### config.mk
export PLATFORM = sky130hd
export DESIGN_NAME = rp_analog_io
export DESIGN_NICKNAME = d
export VERILOG_FILES = /design/src/hw/rp_sig_pkg.sv /design/src/hw/rp_analog_io.sv
export VERILOG_INCLUDE_DIRS = /design/src
export SDC_FILE = /design/constraint.sdc
export NUM_CORES = 1
export LEC_CHECK = 0
export ABC_CLOCK_PERIOD_IN_PS = 920
export BUFFER_PORTS_ARGS = -buffer_cell sky130_fd_sc_hd__buf_2
export CORE_MARGIN = 3
export CORE_UTILIZATION = 44
export CTS_BUF_LIST = sky130_fd_sc_hd__clkbuf_8
export CTS_CLUSTER_SIZE = 30
export DETAILED_ROUTE_END_ITERATION = 8
export GPL_ROUTABILITY_DRIVEN = 0
export GPL_TIMING_DRIVEN = 1
export PLACE_DENSITY = 0.85
export SYNTH_ARGS = -nofsm -noshare
export SYNTH_HDL_FRONTEND = slang
export SYNTH_SLANG_ARGS = --single-unit
### constraint.sdc
create_clock -name adc_clk -period 0.92 [get_ports adc_clk]
set_input_delay 0.092 -clock adc_clk [delete_from_list [all_inputs] [get_ports adc_clk]]
set_output_delay 0.092 -clock adc_clk [all_outputs]
set_load 0.03 [all_outputs]
### src/rp_config.svh
// Global sizing for the analog signal path
// Channel count, sample and bus widths, table and phase sizes, ID word

`ifndef RP_CONFIG_SVH
`define RP_CONFIG_SVH

// Generator and ADC channels
`define RP_MNG 2

// Converter sample width
`define RP_SDW 14

// System bus
`define RP_SAW 20               // Byte address width
`define RP_ID  32'h5250_4153    // Read back at housekeeping 0x0

// Waveform table and phase accumulator
`define RP_TAW 8                // Table index bits
`define RP_TDP (1 << `RP_TAW)   // Table depth, 256 entries
`define RP_PHW 16               // Top RP_TAW bits index the table

`endif

### src/hw/rp_sig_pkg.sv
// Sample and converter code types
// Generator channel settings, register map and channel states

`default_nettype none
`include "rp_config.svh"

package rp_sig_pkg;

  // Two's complement sample inside the fabric
  typedef logic signed [`RP_SDW-1:0] sample_t;

  // Negative slope offset binary code at the converters
  typedef logic [`RP_SDW-1:0] raw_t;

  // Settings of one generator channel
  typedef struct packed {
    logic               enable;    // Play table
    logic [`RP_PHW-1:0] step;      // Phase increment per cycle
    logic               tbl_we;    // One cycle table write strobe
    logic [`RP_TAW-1:0] tbl_addr;  // Entry index
    sample_t            tbl_data;  // Entry value
  } asg_cfg_t;

  // Byte offset inside a channel region
  typedef enum logic [15:0] {
    CR_CTRL  = 16'h0000,  // Bit 0 enable
    CR_STEP  = 16'h0004,  // Phase step
    CR_TABLE = 16'h8000   // Base of the write-only table
  } chan_reg_e;

  // Generator channel state
  typedef enum logic {
    CH_IDLE,
    CH_RUN
  } chan_state_e;

endpackage : rp_sig_pkg

`default_nettype wire

### src/hw/rp_analog_io.sv
// ADC input registers and conversion to two's complement
// Digital loop mux and registered DAC codes

`timescale 1ns/10ps
`default_nettype none
`include "rp_config.svh"

module rp_analog_io
  import rp_sig_pkg::*;
(
  input  logic                   adc_clk,
  input  logic                   rst_n_i,         // Sync reset, active low
  input  raw_t    [`RP_MNG-1:0]  adc_dat_i,       // Raw ADC codes
  input  sample_t [`RP_MNG-1:0]  asg_smp_i,       // Generator samples
  input  logic                   digital_loop_i,  // Generator feeds ADC path
  output sample_t [`RP_MNG-1:0]  adc_smp_o,       // Converted ADC samples
  output raw_t                   dac_a_o,         // DAC code, channel 0
  output raw_t                   dac_b_o          // DAC code, channel 1
);

// DAC code for sample 0
localparam raw_t DAC_ZERO = {1'b0, {(`RP_SDW-1){1'b1}}};

raw_t [`RP_MNG-1:0] adc_raw_q;
raw_t               dac_a_q;
raw_t               dac_b_q;

// Negative slope offset binary and two's complement, same both ways
function automatic logic [`RP_SDW-1:0] slope_flip(input logic [`RP_SDW-1:0] code);
  return {code[`RP_SDW-1], ~code[`RP_SDW-2:0]};
endfunction

////////////////////////////////////////////////////////////
// ADC side
////////////////////////////////////////////////////////////

always_ff @(posedge adc_clk)
begin
  adc_raw_q <= adc_dat_i;  // Input registers
end

always_comb
begin
  for (int i = 0; i < `RP_MNG; i++)
  begin
    adc_smp_o[i] = digital_loop_i ? asg_smp_i[i] : sample_t'(slope_flip(adc_raw_q[i]));
  end
end

// DAC side, one more register stage
always_ff @(posedge adc_clk)
begin
  if (!rst_n_i)
  begin
    dac_a_q <= DAC_ZERO;
    dac_b_q <= DAC_ZERO;
  end
  else
  begin
    dac_a_q <= slope_flip(asg_smp_i[0]);
    dac_b_q <= slope_flip(asg_smp_i[1]);
  end
end

assign dac_a_o = dac_a_q;
assign dac_b_o = dac_b_q;

endmodule : rp_analog_io

`default_nettype wire

==> Word-level counts from Yosys, hierarchy flattened <==
Cells that the tools add are included.
{ "classes": {"n_shift": 0, "mux": 2, "addsub": 0, "bitwise_logic": 4, "order_cmp": 0, "eq_ne": 0, "div": 0, "reduce_logical": 0, "multipliers": 0} }
{ "op_table": {"columns": ["op", "n"], "rows": [
  ["inverter 13 bit", 4],
  ["two-way mux 14 bit", 2]
]} }
{ "word_totals": {"out_inout_bits": 56, "n_memories": 0, "rom_bits": 0, "mem_bits_rw": 0, "regBits": 56, "latchBits": 0} }

==> Depth between registers and ports, before layout <==
{ "depth": {"word_depth": 2, "mapped_depth": 4} }

==> Worst setup path after synthesis <==
Ideal clock, no wire load.
{ "synth_path": {"path_kind": "in2out", "start": "input digital_loop_i", "end": "output adc_smp_o[12] (netlist name)", "path_slack_ps": -211, "cell_stages": 3, "arrival_time_ps": 1039, "path_buffers": 2, "required_time_ps": 828, "path_cell_list": "buf_6 buf_6 o21ai_0"} }
{ "synth_lines": {"columns": ["element", "line_no", "source"], "rows": [
  ["start, declared", "rp_analog_io.sv:15", "input logic digital_loop_i,"],
  ["end, declared", "rp_analog_io.sv:16", "output sample_t [`RP_MNG-1:0] adc_smp_o,"]
]} }

==> impl_results.md <==
* Row count at 21
* Area Overhead vs Synth at 93.40%
* Vias in the first global route at approximately 1800
* CTS clk-pin slew, worst paths at around 90 ps
* Final Critical Period at about 1100 ps
* Max Freq at 875.0 MHz
* Initial antenna violation count at 0
* Post-synthesis cell count at 145
* Post-Layout Cell Count at 363
* Wirelength, routed at approximately 6400 um
* Wire length per cell at 17.66 um
* CP Launch Type: register
* Worst Hold End: dac_b_o[13]
* Ant. Diodes at 0
* CTS Sinks at 56
* Crit end category: primary output
* Hold path startpoint: asg_smp_i[27]
* Required time of the critical path at 830 ps
* Clock buffer count from CTS at 5
* Layout cells sized above 1 at 48.90%
* YS warnings at 0
* Final TNS setup at -3551 ps
* CTS Root Cell: clkbuf_8
* Crit path kind: reg -> out
* Number of max-cap violations at 0
* Overflow after GRT at 0
* Die Span Y at 67.59 um
* Fin util at 92.37%
* Failing checks: negative setup slack
* Placed Cells at 301
* CTS max path bufs at 2
* Register area share after synthesis at 67.17%
* Sum of net half-perimeters after detailed placement at 3087 um
* Vias at 1679
* # DRC at 0
* Relative slew margins at between 80% and 90%
* Max-slew violations at 0
* I/O Pins at 115
* Syn Area/Cell at roughly 12 um2
* RSZ-0062 raised after global routing: true
* Critical path fanouts, max at 1
* Flops & latches, synth at 56
* Worst vdd ir at around 1.3 mV
* Status: complete, but fails checks
* CTS tree: yes
* # setup viols final at 29
* First-pass GRT wire length at 8031 um
* Worst Hold Path Cells at 2
* Initial DRC Count at 56
* Syn Std Cell Area at 1669 um2
* Starting Density at 47.76%
* Drt via density at 4.625
* P per Cell Area at between 1500 and 2000 nW/um2
* HP Class: in -> reg
* Overall power at 0.005262 W
* Layout net count at ~380
* Fillcell total at 125
* Die width at 67.59 um
* Netlist cell types at 10
* Worst EP arrival at 1050 ps
* DRT Pass-1 Iters at 4
* Core outline area at approximately 3500 um2
* Largest net degree at the start of global routing at 18
* Final ANT Viol Nets at 0
* Max H-tree Level at 2
* Worst slew pin tran at 269.9 ps
* Dpl ws at -73.67 ps
* # port buffers at 114
* Crit share post-route at 124.2%
* Syn_nets at 204
* Final hold violations at 0
* Die area at 4568 um2
* GR Util All Layers at 24.92%
* Setup ws final at -222.9 ps
* LEAKAGE at 1.594 nW
[cells in the mapped netlist]
cell     instances  share of area (%)
dfxtp_1         56                 67
mux2_2           2                1.3
buf_6            2                1.3
o21ai_0          4                1.2
nand2_1         30                6.7
inv_1           22                4.9
mux2i_1         22                 13
buf_2            3               0.90
and2_1           2               0.75
buf_12           2                2.4
[layout make-up]
type | count | area [um2] | share of cell area [%]
clock buffer | 6 | 82.58 | 2.558
clock inverter | 2 | 10.01 | 0.3101
inverter | 22 | 82.58 | 2.558
multi-input combinational | 60 | 485.5 | 15.04
sequential | 56 | 1129 | 34.96
tap | 46 | 57.56 | 1.783
timing repair buffer | 171 | 1381 | 42.79
[worst max path at each step]
stage	slack, ps	startpoint	cells after the start	to
final	-220	adc_raw_q[27]	2	adc_smp_o[27]
after global routing	-240	adc_raw_q[27]	2	adc_smp_o[27]
after CTS	-190	adc_raw_q[27]	2	adc_smp_o[27]
after detailed placement	-70	digital_loop_i	4	adc_smp_o[4]
after global placement	-50	digital_loop_i	4	adc_smp_o[17]
after floorplan	-210	digital_loop_i	3	adc_smp_o[12]
[cells in the final DEF, fill, tap and decap left out, drive strengths merged]
master	instances
o21ai	4
mux2	2
mux2i	22
nand2	30
buf	114
inv	22
dfxtp	56
clkinv	2
and2	2
dlygate4sd3	54
clkbuf	9
[stage by stage]
step / hold WS (ps) / area [um2]
2_1_floorplan: 119.7 / 1744
3_3_place_gp: 194.1 / 2355
4_1_cts: 12.47 / 3084
6_report: 14.47 / 3228
5_1_grt: 33.88 / 3228
3_5_place_dp: 195.6 / 2355
[per-layer routing]
layer	global-route usage [%]	up-vias	wire length [um]
met1	22.54	776	2040
met3	9.484	23	558
met5	0	-	0
met2	46.66	97	3553
li1	-	783	-
met4	13.92	0	258
[worst max-delay path: stages (launching register included)]
cell	delay, ps
dfxtp_2	330
mux2_4	280
buf_6	140
[registers in the layout, indices dropped and copies added (netlist names)]
register	cells
adc_raw_q	28
dac_a_o	14
dac_b_o	14
[logic make-up (layout without fill, tap and decap cells)]
family          Yosys count  after routing  synth area share, %
flops                    56             56                67.17
simple gates             32             32                7.496
buf+inv                  29            201                9.595
mux                      24             24                14.54
compound gates            4              4                1.199
[power by group]
part	switching (W)	internal (W)
combinational	0.000661	0.000613
sequential	0.0000524	0.00256
clock	0.000775	0.000603
total	0.00149	0.00377
[what timing repair did]
item,CTS,global route
endpoints found under the hold margin,54,0
gates resized for setup,41,65
pin swaps,1,0
hold buffers,54,0
setup buffers,0,0
endpoints found under the setup margin,30,50
No activity file was read; power rests on OpenSTA's default activity.
