## src/rp_config.svh

```systemverilog
// Global sizing for the analog signal path
// Channel count, sample and bus widths, table and phase sizes, ID word

`ifndef RP_CONFIG_SVH
`define RP_CONFIG_SVH

// Generator and ADC channels
`define RP_MNG 2

// Converter sample width
`define RP_SDW 14

// System bus
`define RP_SAW 20               // Byte address width
`define RP_ID  32'h5250_4153    // Read back at housekeeping 0x0

// Waveform table and phase accumulator
`define RP_TAW 8                // Table index bits
`define RP_TDP (1 << `RP_TAW)   // Table depth, 256 entries
`define RP_PHW 16               // Top RP_TAW bits index the table

`endif

```

## src/hw/rp_sig_pkg.sv

```systemverilog
// Sample and converter code types
// Generator channel settings, register map and channel states

`default_nettype none
`include "rp_config.svh"

package rp_sig_pkg;

  // Two's complement sample inside the fabric
  typedef logic signed [`RP_SDW-1:0] sample_t;

  // Negative slope offset binary code at the converters
  typedef logic [`RP_SDW-1:0] raw_t;

  // Settings of one generator channel
  typedef struct packed {
    logic               enable;    // Play table
    logic [`RP_PHW-1:0] step;      // Phase increment per cycle
    logic               tbl_we;    // One cycle table write strobe
    logic [`RP_TAW-1:0] tbl_addr;  // Entry index
    sample_t            tbl_data;  // Entry value
  } asg_cfg_t;

  // Byte offset inside a channel region
  typedef enum logic [15:0] {
    CR_CTRL  = 16'h0000,  // Bit 0 enable
    CR_STEP  = 16'h0004,  // Phase step
    CR_TABLE = 16'h8000   // Base of the write-only table
  } chan_reg_e;

  // Generator channel state
  typedef enum logic {
    CH_IDLE,
    CH_RUN
  } chan_state_e;

endpackage : rp_sig_pkg

`default_nettype wire

```

## src/hw/rp_asg_channel.sv

```systemverilog
// Arbitrary signal generator channel
// Table RAM, phase accumulator and wrap trigger

`timescale 1ns/10ps
`default_nettype none
`include "rp_config.svh"

module rp_asg_channel
  import rp_sig_pkg::*;
(
  input  logic     adc_clk,
  input  logic     rst_n_i,  // Sync reset, active low
  input  asg_cfg_t cfg_i,    // Settings from decoder
  output sample_t  smp_o,    // Table sample
  output logic     trig_o    // Pulse on phase wrap
);

sample_t            tbl_mem [`RP_TDP];  // Waveform table
chan_state_e        state_q;
logic [`RP_PHW-1:0] phase_q;
logic [`RP_PHW:0]   phase_sum;          // Extra bit is the wrap carry
logic [`RP_TAW-1:0] tbl_idx;
sample_t            smp_q;
logic               trig_q;

assign phase_sum = {1'b0, phase_q} + {1'b0, cfg_i.step};
assign tbl_idx   = phase_q[`RP_PHW-1 -: `RP_TAW];  // Integer part of phase

// Table write port
always_ff @(posedge adc_clk)
begin
  if (cfg_i.tbl_we)
    tbl_mem[cfg_i.tbl_addr] <= cfg_i.tbl_data;
end

////////////////////////////////////////////////////////////
// Playback FSM
////////////////////////////////////////////////////////////

always_ff @(posedge adc_clk)
begin
  if (!rst_n_i)
  begin
    state_q <= CH_IDLE;
    phase_q <= '0;
    smp_q   <= '0;
    trig_q  <= 1'b0;
  end
  else
  begin
    trig_q <= 1'b0;
    case (state_q)
      CH_IDLE:
      begin
        phase_q <= '0;
        smp_q   <= '0;
        if (cfg_i.enable)
          state_q <= CH_RUN;  // Phase 0 is read on the next edge
      end
      CH_RUN:
      begin
        if (!cfg_i.enable)
        begin
          state_q <= CH_IDLE;
          phase_q <= '0;
          smp_q   <= '0;
        end
        else
        begin
          phase_q <= phase_sum[`RP_PHW-1:0];
          smp_q   <= tbl_mem[tbl_idx];        // Registered read, one cycle late
          trig_q  <= phase_sum[`RP_PHW];      // Wrapped past full scale
        end
      end
      default: state_q <= CH_IDLE;
    endcase
  end
end

assign smp_o  = smp_q;
assign trig_o = trig_q;

endmodule : rp_asg_channel

`default_nettype wire

```

## config.mk

```make
export PLATFORM = sky130hd
export DESIGN_NAME = rp_asg_channel
export DESIGN_NICKNAME = d
export VERILOG_FILES = /design/src/hw/rp_sig_pkg.sv /design/src/hw/rp_asg_channel.sv
export VERILOG_INCLUDE_DIRS = /design/src
export SDC_FILE = /design/constraint.sdc
export NUM_CORES = 2
export LEC_CHECK = 0
export BUFFER_PORTS_ARGS = -buffer_cell sky130_fd_sc_hd__buf_2
export CAP_MARGIN = 5
export CORE_MARGIN = 3
export CORE_UTILIZATION = 52
export CTS_BUF_LIST = sky130_fd_sc_hd__clkbuf_16
export DETAILED_ROUTE_END_ITERATION = 6
export HOLD_SLACK_MARGIN = 0.02
export PLACE_DENSITY = 0.64
export SYNTH_ARGS = -nofsm -noshare
export SYNTH_HDL_FRONTEND = slang
export SYNTH_SLANG_ARGS = --single-unit
export TNS_END_PERCENT = 20
```

## constraint.sdc

```tcl
create_clock -name adc_clk -period 5.22 [get_ports adc_clk]
set_input_delay 1.044 -clock adc_clk [delete_from_list [all_inputs] [get_ports adc_clk]]
set_output_delay 1.044 -clock adc_clk [all_outputs]
set_load 0.02 [all_outputs]
```

### Word level (Yosys, flattened, before mapping)

Memories as Yosys holds them, arrays and structs flattened. A register that Yosys moved wholly into a read port is not among the register bits.
Index checks and enable logic that the tools add are counted.

| storage, ports and cells | value |
|---|---|
| flip-flop bits (word level) | 32 |
| bits in latches | 0 |
| RAM bits | 3584 |
| ROM bits | 0 |
| input port bits | 42 |
| memories kept | 1 |

| cells by class | value |
|---|---|
| add/subtract/negate cells | 1 |
| multipliers | 0 |
| divide/modulo/power cells | 0 |
| $lt $le $gt $ge | 0 |
| equal/unequal tests | 0 |
| shifts and indexed selects | 0 |
| multiplexer cells | 8 |
| bitwise gates (word level) | 1 |
| reductions and logical operators | 1 |

Memories:

| name | words | bits a word | read ports | clocked after memory_dff | write ports | RTL line | RTL |
|---|---|---|---|---|---|---|---|
| tbl_mem | 256 | 14 | 1 | 1 | 1 | rp_asg_channel.sv:18 | `` sample_t tbl_mem [`RP_TDP]; `` |

Operators by type and width:

| operator | number |
|---|---|
| $pmux 16 s2 | 1 |
| $pmux 14 s2 | 1 |
| $add 16x16->17 | 1 |
| $mux 16 | 1 |
| $mux 14 | 1 |
| $mux 8 | 1 |
| $mux 1 | 3 |
| $reduce_and 3->1 | 1 |
| $not 1->1 | 1 |

### Longest topological paths before layout

| logic depth | value |
|---|---|
| depth after elaboration | 4 |
| gate-level depth with buffers | 11 |
| gate-level depth less buffers | 9 |

### Least setup slack after synthesis

OpenSTA, ideal clock, no wires.

| timing | value |
|---|---|
| path kind | input to register |
| from | in cfg_i[14] (netlist name) |
| to | mem tbl_mem[237][0] (netlist name) (enable) |
| setup time | 384 ps |
| arrival | 2738 ps |
| data required time | 4836 ps |
| path slack | 2098 ps |
| stages | 6 |
| buffers on the path | 3 |
| path through | clkbuf_1 > nor2b_1 > clkbuf_1 > nand4_1 > clkbuf_1 > nor2_1 |

RTL lines:

| what | RTL line | RTL |
|---|---|---|
| from (decl) | rp_asg_channel.sv:13 | `input asg_cfg_t cfg_i,` |
| to (decl) | rp_asg_channel.sv:18 |  |

No word-level cell before the write port.

==> results.txt <==
----------------------------------------------------
[Floorplan]
  Row count ... 188
  Floorplan die area ... 273,000 um2
  Count of boundary I/O pins ... 57
  Placeable core region ... 264,000 um2
  Initial Utilization ... 52.6%
  Width of the chip ... 522 um
  Die height ... 522 um

[STA]
  Share of the cycle needed by the critical path after routing ... 91.3%
  Final critical delay including setup and external delays ... 4.77 ns
  Slew Limit Fails ... 0
  Number of hold violations in the final report ... 0
  Transition time at the pin with the least slew margin ... 1.42 ns
  RSZ-0062 raised after global routing ... false
  Maximum clock rate ... 210 MHz
  Skew final ... 0.0387 ns
  Smallest setup slack after layout ... 0.453 ns
  Final setup vio count ... 0
  Sum of negative setup slack ... 0 ns
  Relative slew slack ... 5.37%

[Final layout]
  Final net count ... 6,360
  Ratio of cells with drive above 1 in the final layout ... 32.4%
  Area growth from synthesis to layout ... 13.6%
  Area of combinational cells with multiple inputs ... 28,800 um2
  Share of the core filled with cells ... 59.7%
  FILL cells ... 18,195
  Seq. cell area ... 108,000 um2

[Route]
  DRC violation total after the first TritonRoute iteration ... 8,393
  Wirelength, routed ... 344 mm
  Number of iterations in the first detailed-routing pass ... 6
  DR vias/cell ... 6.43
  Routed via count ... 65,073
  Detail-routed net length per standard cell ... 34.1 um
  DR DRC count ... 0
  Antenna-violating nets left ... 0

[Placed design]
  Buffers added on ports ... 56
  Final weighted congestion in routability-driven placement ... 0.841
  Worst slack at placement ... 0.485 ns
  Detailed placer's ending HPWL ... 207 mm

[Setup path]
  Critical-path cell list ... buf_12, buf_4, mux4_2, mux4_2, and3_1, a2111oi_0, buf_4, nand4_1, or3_1
  Maximum fanout encountered on the critical timing path ... 34
  Crit Reg-Reg Startpoint ... phase_q[9]$_SDFF_PN0_
  Critical-path cell with the highest stage delay ... a2111oi_0
  CP max stage delay ... 1.02 ns
  Critical setup path kind ... reg2reg
  Data required time of the worst path ... 5.98 ns
  Capturing element type of the critical path ... register
  Beginning of the critical path ... phase_q[9]$_SDFF_PN0_
  Data arrival time of the critical path ... 5.52 ns
  Critical path launch point type ... register

[Synth]
  Compound-gate portion of the synthesized area ... 0.487%
  Portion of netlist area occupied by mux cells ... 18.2%
  Seq cells post-synth ... 3,616
  Number of enable-type register cells in the synthesized netlist ... 3,584
  Gate Count Post-Synth ... 5,740
  Proportion of register bits with asynchronous set or reset after synthesis ... 0%
  Post-Syn Nets ... 5,799
  Total of warnings raised by yosys ... 0
  Cell type contributing the most total cell area after synthesis ... edfxtp_1
  Basic-gate share of the synthesized area counting and, or, nand and nor cells ... 1.82%
  Adder-Cell Fraction of Synth Area ... 0.159%
  Post-synthesis instance area ... 139,000 um2
  Cell variety after synth ... 42
  Synth Flop Type ... edfxtp_1
  Combinational family with the most area after synthesis ... multiplexers
  Xor and xnor area share after synthesis ... 0.0695%
  Area share of the largest cell type after synthesis ... 77.7%
  Seq/Total Area, Yosys ... 78.1%
  Synthesized area per cell ... 24.1 um2
  Top cells by area in the synthesized netlist ... edfxtp_1 78%, mux4_2 18%, nor2_1 0.80%, dfxtp_1 0.46%, clkbuf_1 0.43%
  Synth top cells by count ... 3,584 x edfxtp_1, 1,120 x mux4_2, 295 x nor2_1, 157 x clkbuf_1, 82 x nand3_1
  Cell with the most instances after synthesis ... edfxtp_1

[GRT]
  Via count of the first global-routing pass ... 65,491
  Global-route wire length before repair ... 493 mm
  Largest net degree at the start of global routing ... 162
  Antenna violations before repair ... 20
  Final global-route overflow total ... 0
  GRT Resource Usage Total ... 25.5%

[Job]
  Number of violations of the max-capacitance limit ... 0

[Power and ir drop]
  Leakage power ... 48.2 nW
  Worst IR drop on VDD ... 0.000279 V
  Power density over the cells ... 372 nW/um2

[Clocking]
  Clk_lat worst skew ... 0.88 ns
  Post-CTS clock slew at the launch and capture registers of the worst setup and hold paths ... 0.06 ns
  Number of gates resized after CTS ... 0
  Library cell used as clock root buffer ... clkbuf_16
  Hold-fix buffers at CTS ... 0
  CTS tree ... yes
  Maximum level of the CTS H-tree ... 5
  Number of buffers created by CTS ... 368
  Maximum clock path buffer count ... 4
  Buffer count from post-CTS setup fixing ... 0
  Total clock sinks ... 3,616

[Worst hold path]
  Hold path startpoint ... cfg_i[39]
  Path class of the lowest-slack min-delay path ... in2reg

[Run status]
  Result of the run ... finished clean

----------------------------------------------------
## cell usage in the layout, fill, tap and decap left out, types with 16 or more instances in the layout
| cell | n |
|---|---|
| and3_1 | 46 |
| a22oi_1 | 44 |
| clkbuf_16 | 373 |
| nand4_1 | 21 |
| dfxtp_1 | 28 |
| inv_1 | 86 |
| diode_2 | 17 |
| buf_12 | 43 |
| nor2_1 | 293 |
| bufinv_16 | 33 |
| mux4_2 | 1120 |
| edfxtp_1 | 3584 |
| clkinv_2 | 58 |
| nand3_1 | 82 |
| clkinv_1 | 82 |
| buf_4 | 410 |
| buf_2 | 42 |
| ha_1 | 16 |
| nand2_1 | 66 |
## logic make-up after synthesis
family                   count (synthesis)
buffers and inverters                  321
multiplexers                          1120
flip-flops                            3616
adder cells (fa/ha/maj)                 17
AO/OA/AOI/OAI                           90
XOR/XNOR                                11
AND/OR/NAND/NOR                        565
## area by class of cell
type                       count  share of cell area (%)
antenna                       17                  0.0270
clock buffer                 373                    5.93
clock inverter               278                    1.39
inverter                       3                 0.00716
multi-input combinational   1803                    18.3
sequential                  3616                    68.8
tap                         3515                    2.79
timing repair buffer         509                    2.76
## state kept, by name, summed over array words and instances (netlist names)
register  cells
state_q       1
trig_o        1
phase_q      16
smp_o        14
tbl_mem    3584
## final timing paths
path | slack [ns] | end | depth (start not counted)
min | 0.44 | state_q$_SDFF_PN0_ | 2
max reg2reg | 0.45 | smp_o[9]$_SDFF_PN0_ | 9
max | 0.45 | smp_o[9]$_SDFF_PN0_ | 9
min reg2reg | 0.56 | phase_q[0]$_SDFF_PN0_ | 2
## layer usage
metal | vias up | track usage, % | part of all wire (%)
li1 | 25854 | - | -
met3 | 582 | 4.15 | 8.2
met2 | 3145 | 39.5 | 48
met1 | 35488 | 37.2 | 40
met5 | - | 0 | 0.0099
met4 | 4 | 9.14 | 3.9
## worst max-delay path: cells and delay by family (launching register included)
kind | cells | cell delay, ns
buffers and inverters | 3 | 0.90
multiplexers | 2 | 0.89
flip-flops | 1 | 0.89
AND/OR/NAND/NOR | 3 | 0.90
AO/OA/AOI/OAI | 1 | 1.02
## where the power goes
part	internal, mW	switching (mW)	leakage (nW)
Combinational	0.440	0.924	9.77
Clock	14.6	10.6	5.98
Sequential	32.0	0.0339	32.5
## through the flow
step                cell area [um2]  hold WS, ns  instances  power, mW
floorplan                    139000        0.516       5740       33.2
global route                 157000        0.413      10107       60.2
finish                       157000        0.436      10114       58.6
global placement             146000        0.551       9446       34.0
detailed placement           146000        0.552       9446       34.0
CTS                          157000        0.370      10097       59.0
No activity file was read; power rests on OpenSTA's default activity.
