File: config.mk
export PLATFORM = sky130hd
export DESIGN_NAME = rp_bus_decoder
export DESIGN_NICKNAME = d
export VERILOG_FILES = /design/src/hw/rp_bus_pkg.sv /design/src/hw/rp_sig_pkg.sv /design/src/hw/rp_bus_decoder.sv
export VERILOG_INCLUDE_DIRS = /design/src
export SDC_FILE = /design/constraint.sdc
export NUM_CORES = 1
export LEC_CHECK = 0
export BUFFER_PORTS_ARGS = -buffer_cell sky130_fd_sc_hd__buf_2
export CORE_UTILIZATION = 45
export DETAILED_ROUTE_END_ITERATION = 7
export PLACE_DENSITY = 0.8
export SETUP_SLACK_MARGIN = 0.4
export SYNTH_ARGS = -nofsm -noshare
export SYNTH_HDL_FRONTEND = slang
export SYNTH_SLANG_ARGS = --single-unit
File: constraint.sdc
create_clock -name adc_clk -period 1.9 [get_ports adc_clk]
set_input_delay 0.095 -clock adc_clk [delete_from_list [all_inputs] [get_ports adc_clk]]
set_output_delay 0.095 -clock adc_clk [all_outputs]
set_load 0.01 [all_outputs]
File: src/rp_config.svh
// Global sizing for the analog signal path
// Channel count, sample and bus widths, table and phase sizes, ID word

`ifndef RP_CONFIG_SVH
`define RP_CONFIG_SVH

// Generator and ADC channels
`define RP_MNG 2

// Converter sample width
`define RP_SDW 14

// System bus
`define RP_SAW 20               // Byte address width
`define RP_ID  32'h5250_4153    // Read back at housekeeping 0x0

// Waveform table and phase accumulator
`define RP_TAW 8                // Table index bits
`define RP_TDP (1 << `RP_TAW)   // Table depth, 256 entries
`define RP_PHW 16               // Top RP_TAW bits index the table

`endif

File: src/hw/rp_bus_pkg.sv
// System bus request and response structs
// Region map on the top address nibble

`default_nettype none
`include "rp_config.svh"

package rp_bus_pkg;

  // Request from processor side, strobes last one cycle
  typedef struct packed {
    logic [`RP_SAW-1:0] addr;   // Byte address
    logic [31:0]        wdata;  // Write data
    logic               wen;    // Write strobe
    logic               ren;    // Read strobe
  } sys_req_t;

  // Response, one cycle after the strobe
  typedef struct packed {
    logic [31:0] rdata;  // Valid with ack only
    logic        ack;
    logic        err;    // Unmapped region
  } sys_rsp_t;

  // Top address nibble, all other codes unmapped
  typedef enum logic [3:0] {
    REG_HK  = 4'h0,  // Housekeeping
    REG_CH0 = 4'h1,  // Generator channel 0
    REG_CH1 = 4'h2   // Generator channel 1
  } region_e;

endpackage : rp_bus_pkg

`default_nettype wire

File: src/hw/rp_sig_pkg.sv
// Sample and converter code types
// Generator channel settings, register map and channel states

`default_nettype none
`include "rp_config.svh"

package rp_sig_pkg;

  // Two's complement sample inside the fabric
  typedef logic signed [`RP_SDW-1:0] sample_t;

  // Negative slope offset binary code at the converters
  typedef logic [`RP_SDW-1:0] raw_t;

  // Settings of one generator channel
  typedef struct packed {
    logic               enable;    // Play table
    logic [`RP_PHW-1:0] step;      // Phase increment per cycle
    logic               tbl_we;    // One cycle table write strobe
    logic [`RP_TAW-1:0] tbl_addr;  // Entry index
    sample_t            tbl_data;  // Entry value
  } asg_cfg_t;

  // Byte offset inside a channel region
  typedef enum logic [15:0] {
    CR_CTRL  = 16'h0000,  // Bit 0 enable
    CR_STEP  = 16'h0004,  // Phase step
    CR_TABLE = 16'h8000   // Base of the write-only table
  } chan_reg_e;

  // Generator channel state
  typedef enum logic {
    CH_IDLE,
    CH_RUN
  } chan_state_e;

endpackage : rp_sig_pkg

`default_nettype wire

File: src/hw/rp_bus_decoder.sv
// System bus decoder, housekeeping and channel registers
// Registered read mux with ack and err one cycle after the strobe

`timescale 1ns/10ps
`default_nettype none
`include "rp_config.svh"

module rp_bus_decoder
  import rp_bus_pkg::*, rp_sig_pkg::*;
(
  input  logic                     adc_clk,
  input  logic                     rst_n_i,         // Sync reset, active low
  input  sys_req_t                 sys_req_i,       // Bus request
  output sys_rsp_t                 sys_rsp_o,       // Bus response
  input  sample_t  [`RP_MNG-1:0]   adc_smp_i,       // Converted ADC samples
  output asg_cfg_t [`RP_MNG-1:0]   cfg_o,           // Per channel settings
  output logic                     digital_loop_o   // ADC replaced by generator
);

////////////////////////////////////////////////////////////
// Address decode
////////////////////////////////////////////////////////////

region_e                       region;
logic [15:0]                   offset;    // Offset inside region
chan_reg_e                     creg;
logic [`RP_MNG-1:0]            ch_hit;    // One hot channel region
logic                          unmapped;
logic [31:0]                   rd_data;

// Control registers
logic [`RP_MNG-1:0]              en_q;
logic [`RP_MNG-1:0][`RP_PHW-1:0] step_q;
logic [`RP_MNG-1:0]              tbl_we_q;
logic                            loop_q;
logic                            ack_q;
logic                            err_q;

// Payload registers
logic [`RP_TAW-1:0]            tbl_addr_q;
sample_t                       tbl_data_q;
logic [31:0]                   rdata_q;

assign region = region_e'(sys_req_i.addr[`RP_SAW-1 -: 4]);
assign offset = sys_req_i.addr[15:0];
assign creg   = offset[15] ? CR_TABLE : chan_reg_e'(offset);  // Whole upper half is table

always_comb
begin
  for (int i = 0; i < `RP_MNG; i++)
  begin
    ch_hit[i] = (sys_req_i.addr[`RP_SAW-1 -: 4] == 4'(int'(REG_CH0) + i));
  end
end

////////////////////////////////////////////////////////////
// Read mux
////////////////////////////////////////////////////////////

always_comb
begin
  rd_data  = '0;
  unmapped = 1'b0;
  case (region)
    REG_HK:
    begin
      if (offset == 16'h0)
        rd_data = `RP_ID;
      else if (offset == 16'h4)
        rd_data = 32'(loop_q);
      for (int i = 0; i < `RP_MNG; i++)
      begin
        if (offset == 16'(8 + 4 * i))  // ADC read-back from 0x8 upwards
          rd_data = {{(32-`RP_SDW){adc_smp_i[i][`RP_SDW-1]}}, adc_smp_i[i]};
      end
    end
    REG_CH0, REG_CH1:
    begin
      for (int i = 0; i < `RP_MNG; i++)
      begin
        if (ch_hit[i])
        begin
          case (creg)
            CR_CTRL: rd_data = 32'(en_q[i]);
            CR_STEP: rd_data = 32'(step_q[i]);
            default: rd_data = '0;  // Table is write-only
          endcase
        end
      end
    end
    default: unmapped = 1'b1;
  endcase
end

////////////////////////////////////////////////////////////
// Register writes and response
////////////////////////////////////////////////////////////

always_ff @(posedge adc_clk)
begin
  if (!rst_n_i)
  begin
    en_q     <= '0;
    step_q   <= '0;
    tbl_we_q <= '0;
    loop_q   <= 1'b0;
    ack_q    <= 1'b0;
    err_q    <= 1'b0;
  end
  else
  begin
    tbl_we_q <= '0;                                          // Strobe for one cycle
    ack_q    <= sys_req_i.wen | sys_req_i.ren;
    err_q    <= (sys_req_i.wen | sys_req_i.ren) & unmapped;
    if (sys_req_i.wen)
    begin
      if (region == REG_HK && offset == 16'h4)
        loop_q <= sys_req_i.wdata[0];
      for (int i = 0; i < `RP_MNG; i++)
      begin
        if (ch_hit[i])
        begin
          case (creg)
            CR_CTRL:  en_q[i]     <= sys_req_i.wdata[0];
            CR_STEP:  step_q[i]   <= sys_req_i.wdata[`RP_PHW-1:0];
            CR_TABLE: tbl_we_q[i] <= 1'b1;
            default:  ;
          endcase
        end
      end
    end
  end
end

// Table entry and read data
always_ff @(posedge adc_clk)
begin
  if (sys_req_i.wen && creg == CR_TABLE)
  begin
    tbl_addr_q <= offset[2 +: `RP_TAW];                     // Word index
    tbl_data_q <= sample_t'(sys_req_i.wdata[`RP_SDW-1:0]);
  end
  if (sys_req_i.ren)
    rdata_q <= rd_data;
end

always_comb
begin
  for (int i = 0; i < `RP_MNG; i++)
  begin
    cfg_o[i].enable   = en_q[i];
    cfg_o[i].step     = step_q[i];
    cfg_o[i].tbl_we   = tbl_we_q[i];
    cfg_o[i].tbl_addr = tbl_addr_q;  // Shared, strobe picks the channel
    cfg_o[i].tbl_data = tbl_data_q;
  end
end

assign digital_loop_o = loop_q;
assign sys_rsp_o      = '{rdata: rdata_q, ack: ack_q, err: err_q};

endmodule : rp_bus_decoder

`default_nettype wire

# Word level (Yosys, flattened, before mapping)
# Index checks and enable logic that the tools add are counted.
# word_totals
register_bits,93
in_bits,84
output_inout_bits,115
elab_cells,47
# classes
eq_ne,7
muxes,12
bitwise_logic,2
n_reduce_logical,14
# ops
op,n
32-bit two-way mux,3
16-bit one-hot mux with 2 select lines,2
32-bit one-hot mux with 2 select lines,1
16-bit by 3-bit == test with 1-bit output (second input constant),2
16-bit by 4-bit == test with 1-bit output (second input constant),2
16-bit zero test,2
16-bit two-way mux,2
31-bit two-way mux,1
3-bit AND reduction,6
16-bit == test (second input constant),1
4-bit by 1-bit == test with 1-bit output (second input constant),1
4-bit by 2-bit == test with 1-bit output (second input constant),1
4-bit zero test,1
1-bit two-way mux,3
3-bit OR reduction,1
1-bit logical AND,2
2-bit AND reduction,1
2-bit OR reduction,1
1-bit AND,1
1-bit OR,1

# Logic depth before layout (Yosys ltp)
# depth
word_depth,6
mapped_depth,6
ltp_nobuf,4

# Worst setup path after synthesis
# OpenSTA, ideal clock, no wires.
# synth_timing
path_type,input -> register
startpoint,input sys_req_i[49] in the netlist's numbering
endpoint,"register step_q, in the netlist cfg_o[24]"
setup_time_ns,0.072
arrival_time_ns,1.599
required_ns,1.828
setup_slack_ns,0.229
path_stages,4
path_buffers,1
path_cell_list,or4_4 > nor4_4 > buf_6 > mux2i_1
# synth_via
elab_chain_cells,3
# synth_rtl
element,line,source
"start, declared",rp_bus_decoder.sv:13,"input sys_req_t sys_req_i,"
16-bit two-way mux,rp_bus_decoder.sv:46,assign creg = offset[15] ? CR_TABLE : chan_reg_e'(offset);
16-bit by 3-bit == test with 1-bit output,rp_bus_decoder.sv:123,case (creg)
3-bit AND reduction (no source line),-,
"end signal, assigned by index",rp_bus_decoder.sv:125,CR_STEP: step_q[i] <= sys_req_i.wdata[`RP_PHW-1:0];
"end, declared",rp_bus_decoder.sv:33,logic [`RP_MNG-1:0][`RP_PHW-1:0] step_q;
# Every way passes these cells.
# A chain may end at the register's enable or synchronous reset.

# Worst setup path after layout
# layout_timing
startpoint,input sys_req_i[49] in the netlist's numbering
endpoint,"register rdata_q[2], data pin"
# layout_via
elab_chain_cells,6
word_cells_on_any_way,12
cone_classes,eq/ne: 3; mux: 8; reduce/logical: 1
# layout_rtl
element,line,source
16-bit two-way mux,rp_bus_decoder.sv:46,
16-bit by 3-bit == test with 1-bit output or 16-bit zero test (tied branches),rp_bus_decoder.sv:83,case (creg)
16-bit one-hot mux with 2 select lines,rp_bus_decoder.sv:83,
16-bit two-way mux,rp_bus_decoder.sv:81,if (ch_hit[i])
32-bit two-way mux,rp_bus_decoder.sv:81,
32-bit one-hot mux with 2 select lines *,rp_bus_decoder.sv:64,case (region)
via rd_data[2],rp_bus_decoder.sv:29,logic [31:0] rd_data;
"end signal, assigned",rp_bus_decoder.sv:144,rdata_q <= rd_data;
"end, declared",rp_bus_decoder.sv:42,logic [31:0] rdata_q;
# The timed path passes the listed nets; every way through them passes the cells marked *.

==> results.txt <==
Global router's overall resource usage: 0.228
Peak VDD IR: 435 uV
Critical path startpoint category: primary input
Clk_skew: 10.5 ps
Period utilization: 0.715
WP data required: 2070 ps
Io pins: 199
Worst reg2reg path endpoint: rdata_q[0]
Cells after Synth: 319
Worst-margin pin slew: 572 ps
Post-layout minimum cycle time: 1360 ps
CTS tree: built
Crit Path Max Fanout: 8
Non-Filler Instances: 595
Area grow syn2layout: 33.4%
Max_slew headroom: 0.619
ANT cells: 0
Total number of vias: 3005
Clock Latency Late Sink: 340 ps
Endpoint class of the critical path: flip-flop
Yosys cell types: 36
#FFs+latches synth: 79
Largest net degree at the start of global routing: 34
Final number of setup-violating endpoints: 0
Routed Antenna Nets: 0
Layout Nets: 572
Buffers and inverters on the worst path: 1
CORE AREA: 7730 um2
First-pass GRT wire length: 14.7 mm
CTS max path bufs: 2
Avg Cell Area, Syn: 11.3 um2
Min-Delay Path Class: primary input to flip-flop
Yosys top cell by area: edfxtp_1
Die Span Y: 91.4 um
Worst-path clk slew: 80 ps
Syn nets: 403
Cell Area, Synth: 3600 um2
Layout cells sized above 1: 0.442
Wire per inst: 16.1 um
Fillers: 645
Cts hold-fix bufs: 20
H-tree Lvls: 3
Starting Density: 0.465
RSZ-0062 raised after global routing: false
Max frequency: 736 MHz
First-pass detailed-route iteration total: 4
Clock sink count: 79
Number of port buffers: 182
Status: finished clean
R2R depth: 3
Vias in the first global route: 2956
Placer congestion estimate: 0.793
Final HPWL DP: 6.79 mm
Post-CTS sizing: 0
Worst hold start: sys_req_i[16]
Number of synthesized flops with an enable pin: 40
Gr ovfl total: 0
FP Rows: 32
Initial antenna violation count: 0
Worst Slack Setup Final: 542 ps
Post-CTS Setup Repair Bufs: 0
Root Buffer: clkbuf_8
Die area: 8350 um2
CP arrival: 1530 ps
Yosys top cell area share: 0.334
Critical Setup Path Class: primary input to flip-flop
FFs w/ async S/R, synth: 0
Critical path's top delay family: simple AND/OR/NAND/NOR gates
Reg2reg start: digital_loop_o
Hold Crit Depth: 3
Synthesis warning total: 0
Final wirelength: 9.58 mm
Final Slew Violations: 0
MaxCap Viol Count: 0
Register-to-register setup slack: 800 ps
Count of final hold-check violations: 0
Slowest-stage cell, CP: nor4_1
Die Wd: 91.4 um
Top cells by area, synth: edfxtp_1 33%, dfxtp_1 22%, mux2i_1 12%, buf_4 7.9%, nand2_1 6.9%
CP Cell Sequence: buf_2 > nor4_1 > and4_1 > nand3_1 > o22ai_1
Seq/Total Area, Yosys: 0.551
Pwr/cell area: 730 nW/um2
Pleak: 2.07 nW
Drt initial violations: 128
CP peak stage delay: 450 ps
Placed cells: 559
Dpl ws: 193 ps
Remaining DRCs: 0
Setup TNS Final: 0 ps
Synth Flop Type: edfxtp_1
Tot Pwr: 0.00350 W
WHS Endpoint: cfg_o[37]
DR vias/cell: 5.05
CTS buffer count: 9
layout by cell type, fill, tap and decap left out, types with 2 or more instances in the layout:
cell	count
a22oi_1	15
buf_12	2
buf_2	182
buf_4	8
clkbuf_8	10
clkinv_2	2
dfxtp_1	39
dlygate4sd3_1	20
edfxtp_1	40
inv_1	2
mux2_2	2
mux2i_1	44
nand2_1	66
nand2b_1	2
nand3b_1	2
nand4_1	5
nor2_1	7
nor4_4	4
o2111ai_1	4
o21ai_0	6
o221ai_1	2
o22ai_1	8
cells by family after synthesis:
family                 Yosys count  synth area share
and+or+nand+nor                 98             0.138
DFF                             79             0.551
buffers and inverters           56             0.102
muxes                           46             0.129
AOI/OAI and AO/OA               40            0.0797
state kept, by name (all words and copies together), names as in the netlist:
register and flops:
cfg_o 32, digital_loop_o 1, ack_q 1, err_q 1
rdata_q 18, tbl_addr_q 8, tbl_we_q 2, en_q 2
tbl_data_q 14
Yosys cell counts, drive strengths merged (2+ instances only):
cell     number
a22oi        15
o221ai        2
nand2b        2
clkbuf       12
o21ai         6
edfxtp       40
and2          2
buf          42
nor4          6
o2111ai       4
nor4b         2
o22ai         8
dfxtp        39
nand2        66
nand3b        2
mux2i        44
nand3         2
mux2          2
inv           2
nor2          7
nand4         5
how the worst max path moves through the flow:
stage	start	to	slack, ps	cells past startpoint
global placement	sys_req_i[49]	rdata_q[2]	280	5
finish	sys_req_i[49]	rdata_q[2]	540	5
detailed placement	sys_req_i[49]	rdata_q[2]	190	5
floorplan	sys_req_i[49]	cfg_o[24]	250	4
global route	sys_req_i[49]	rdata_q[2]	480	5
CTS	sys_req_i[49]	rdata_q[2]	560	5
where the power goes:
part           leakage [nW]  internal (W)  switching [W]  total, W
Sequential            0.692       0.00185      0.0000226   0.00187
Clock                 0.104      0.000646       0.000589   0.00124
Combinational          1.28      0.000177       0.000222  0.000399
final cells by class:
class	count	area (um2)	area share
clock inverter	5	57.6	0.0120
multi-input combinational	184	1270	0.265
tap	102	128	0.0266
sequential	79	1980	0.413
timing repair buffer	212	1210	0.252
clock buffer	11	141	0.0295
inverter	2	7.51	0.00156
worst register-to-register path, cell delays in order (launching register included):
cell	delay (ps)
dfxtp_1	340
o221ai_1	190
o221ai_1	140
and3_1	190
per-stage QoR:
stage / hold WS (ps) / area (um2) / util
global placement: 289 / 4400 / 0.569
global route: 26.8 / 4800 / 0.621
floorplan: 194 / 3620 / -
finish: 34.4 / 4800 / 0.621
detailed placement: 290 / 4400 / 0.569
CTS: 22.9 / 4800 / 0.621
layer usage:
metal  vias to the layer above  global-route usage  share of wire
li1                       1455                   -              -
met1                      1420               0.286           0.42
met2                       118               0.398           0.52
met3                        12              0.0235          0.045
met4                         0              0.0979          0.016
met5                         -                   0              0
No activity file was read; power rests on OpenSTA's default activity.
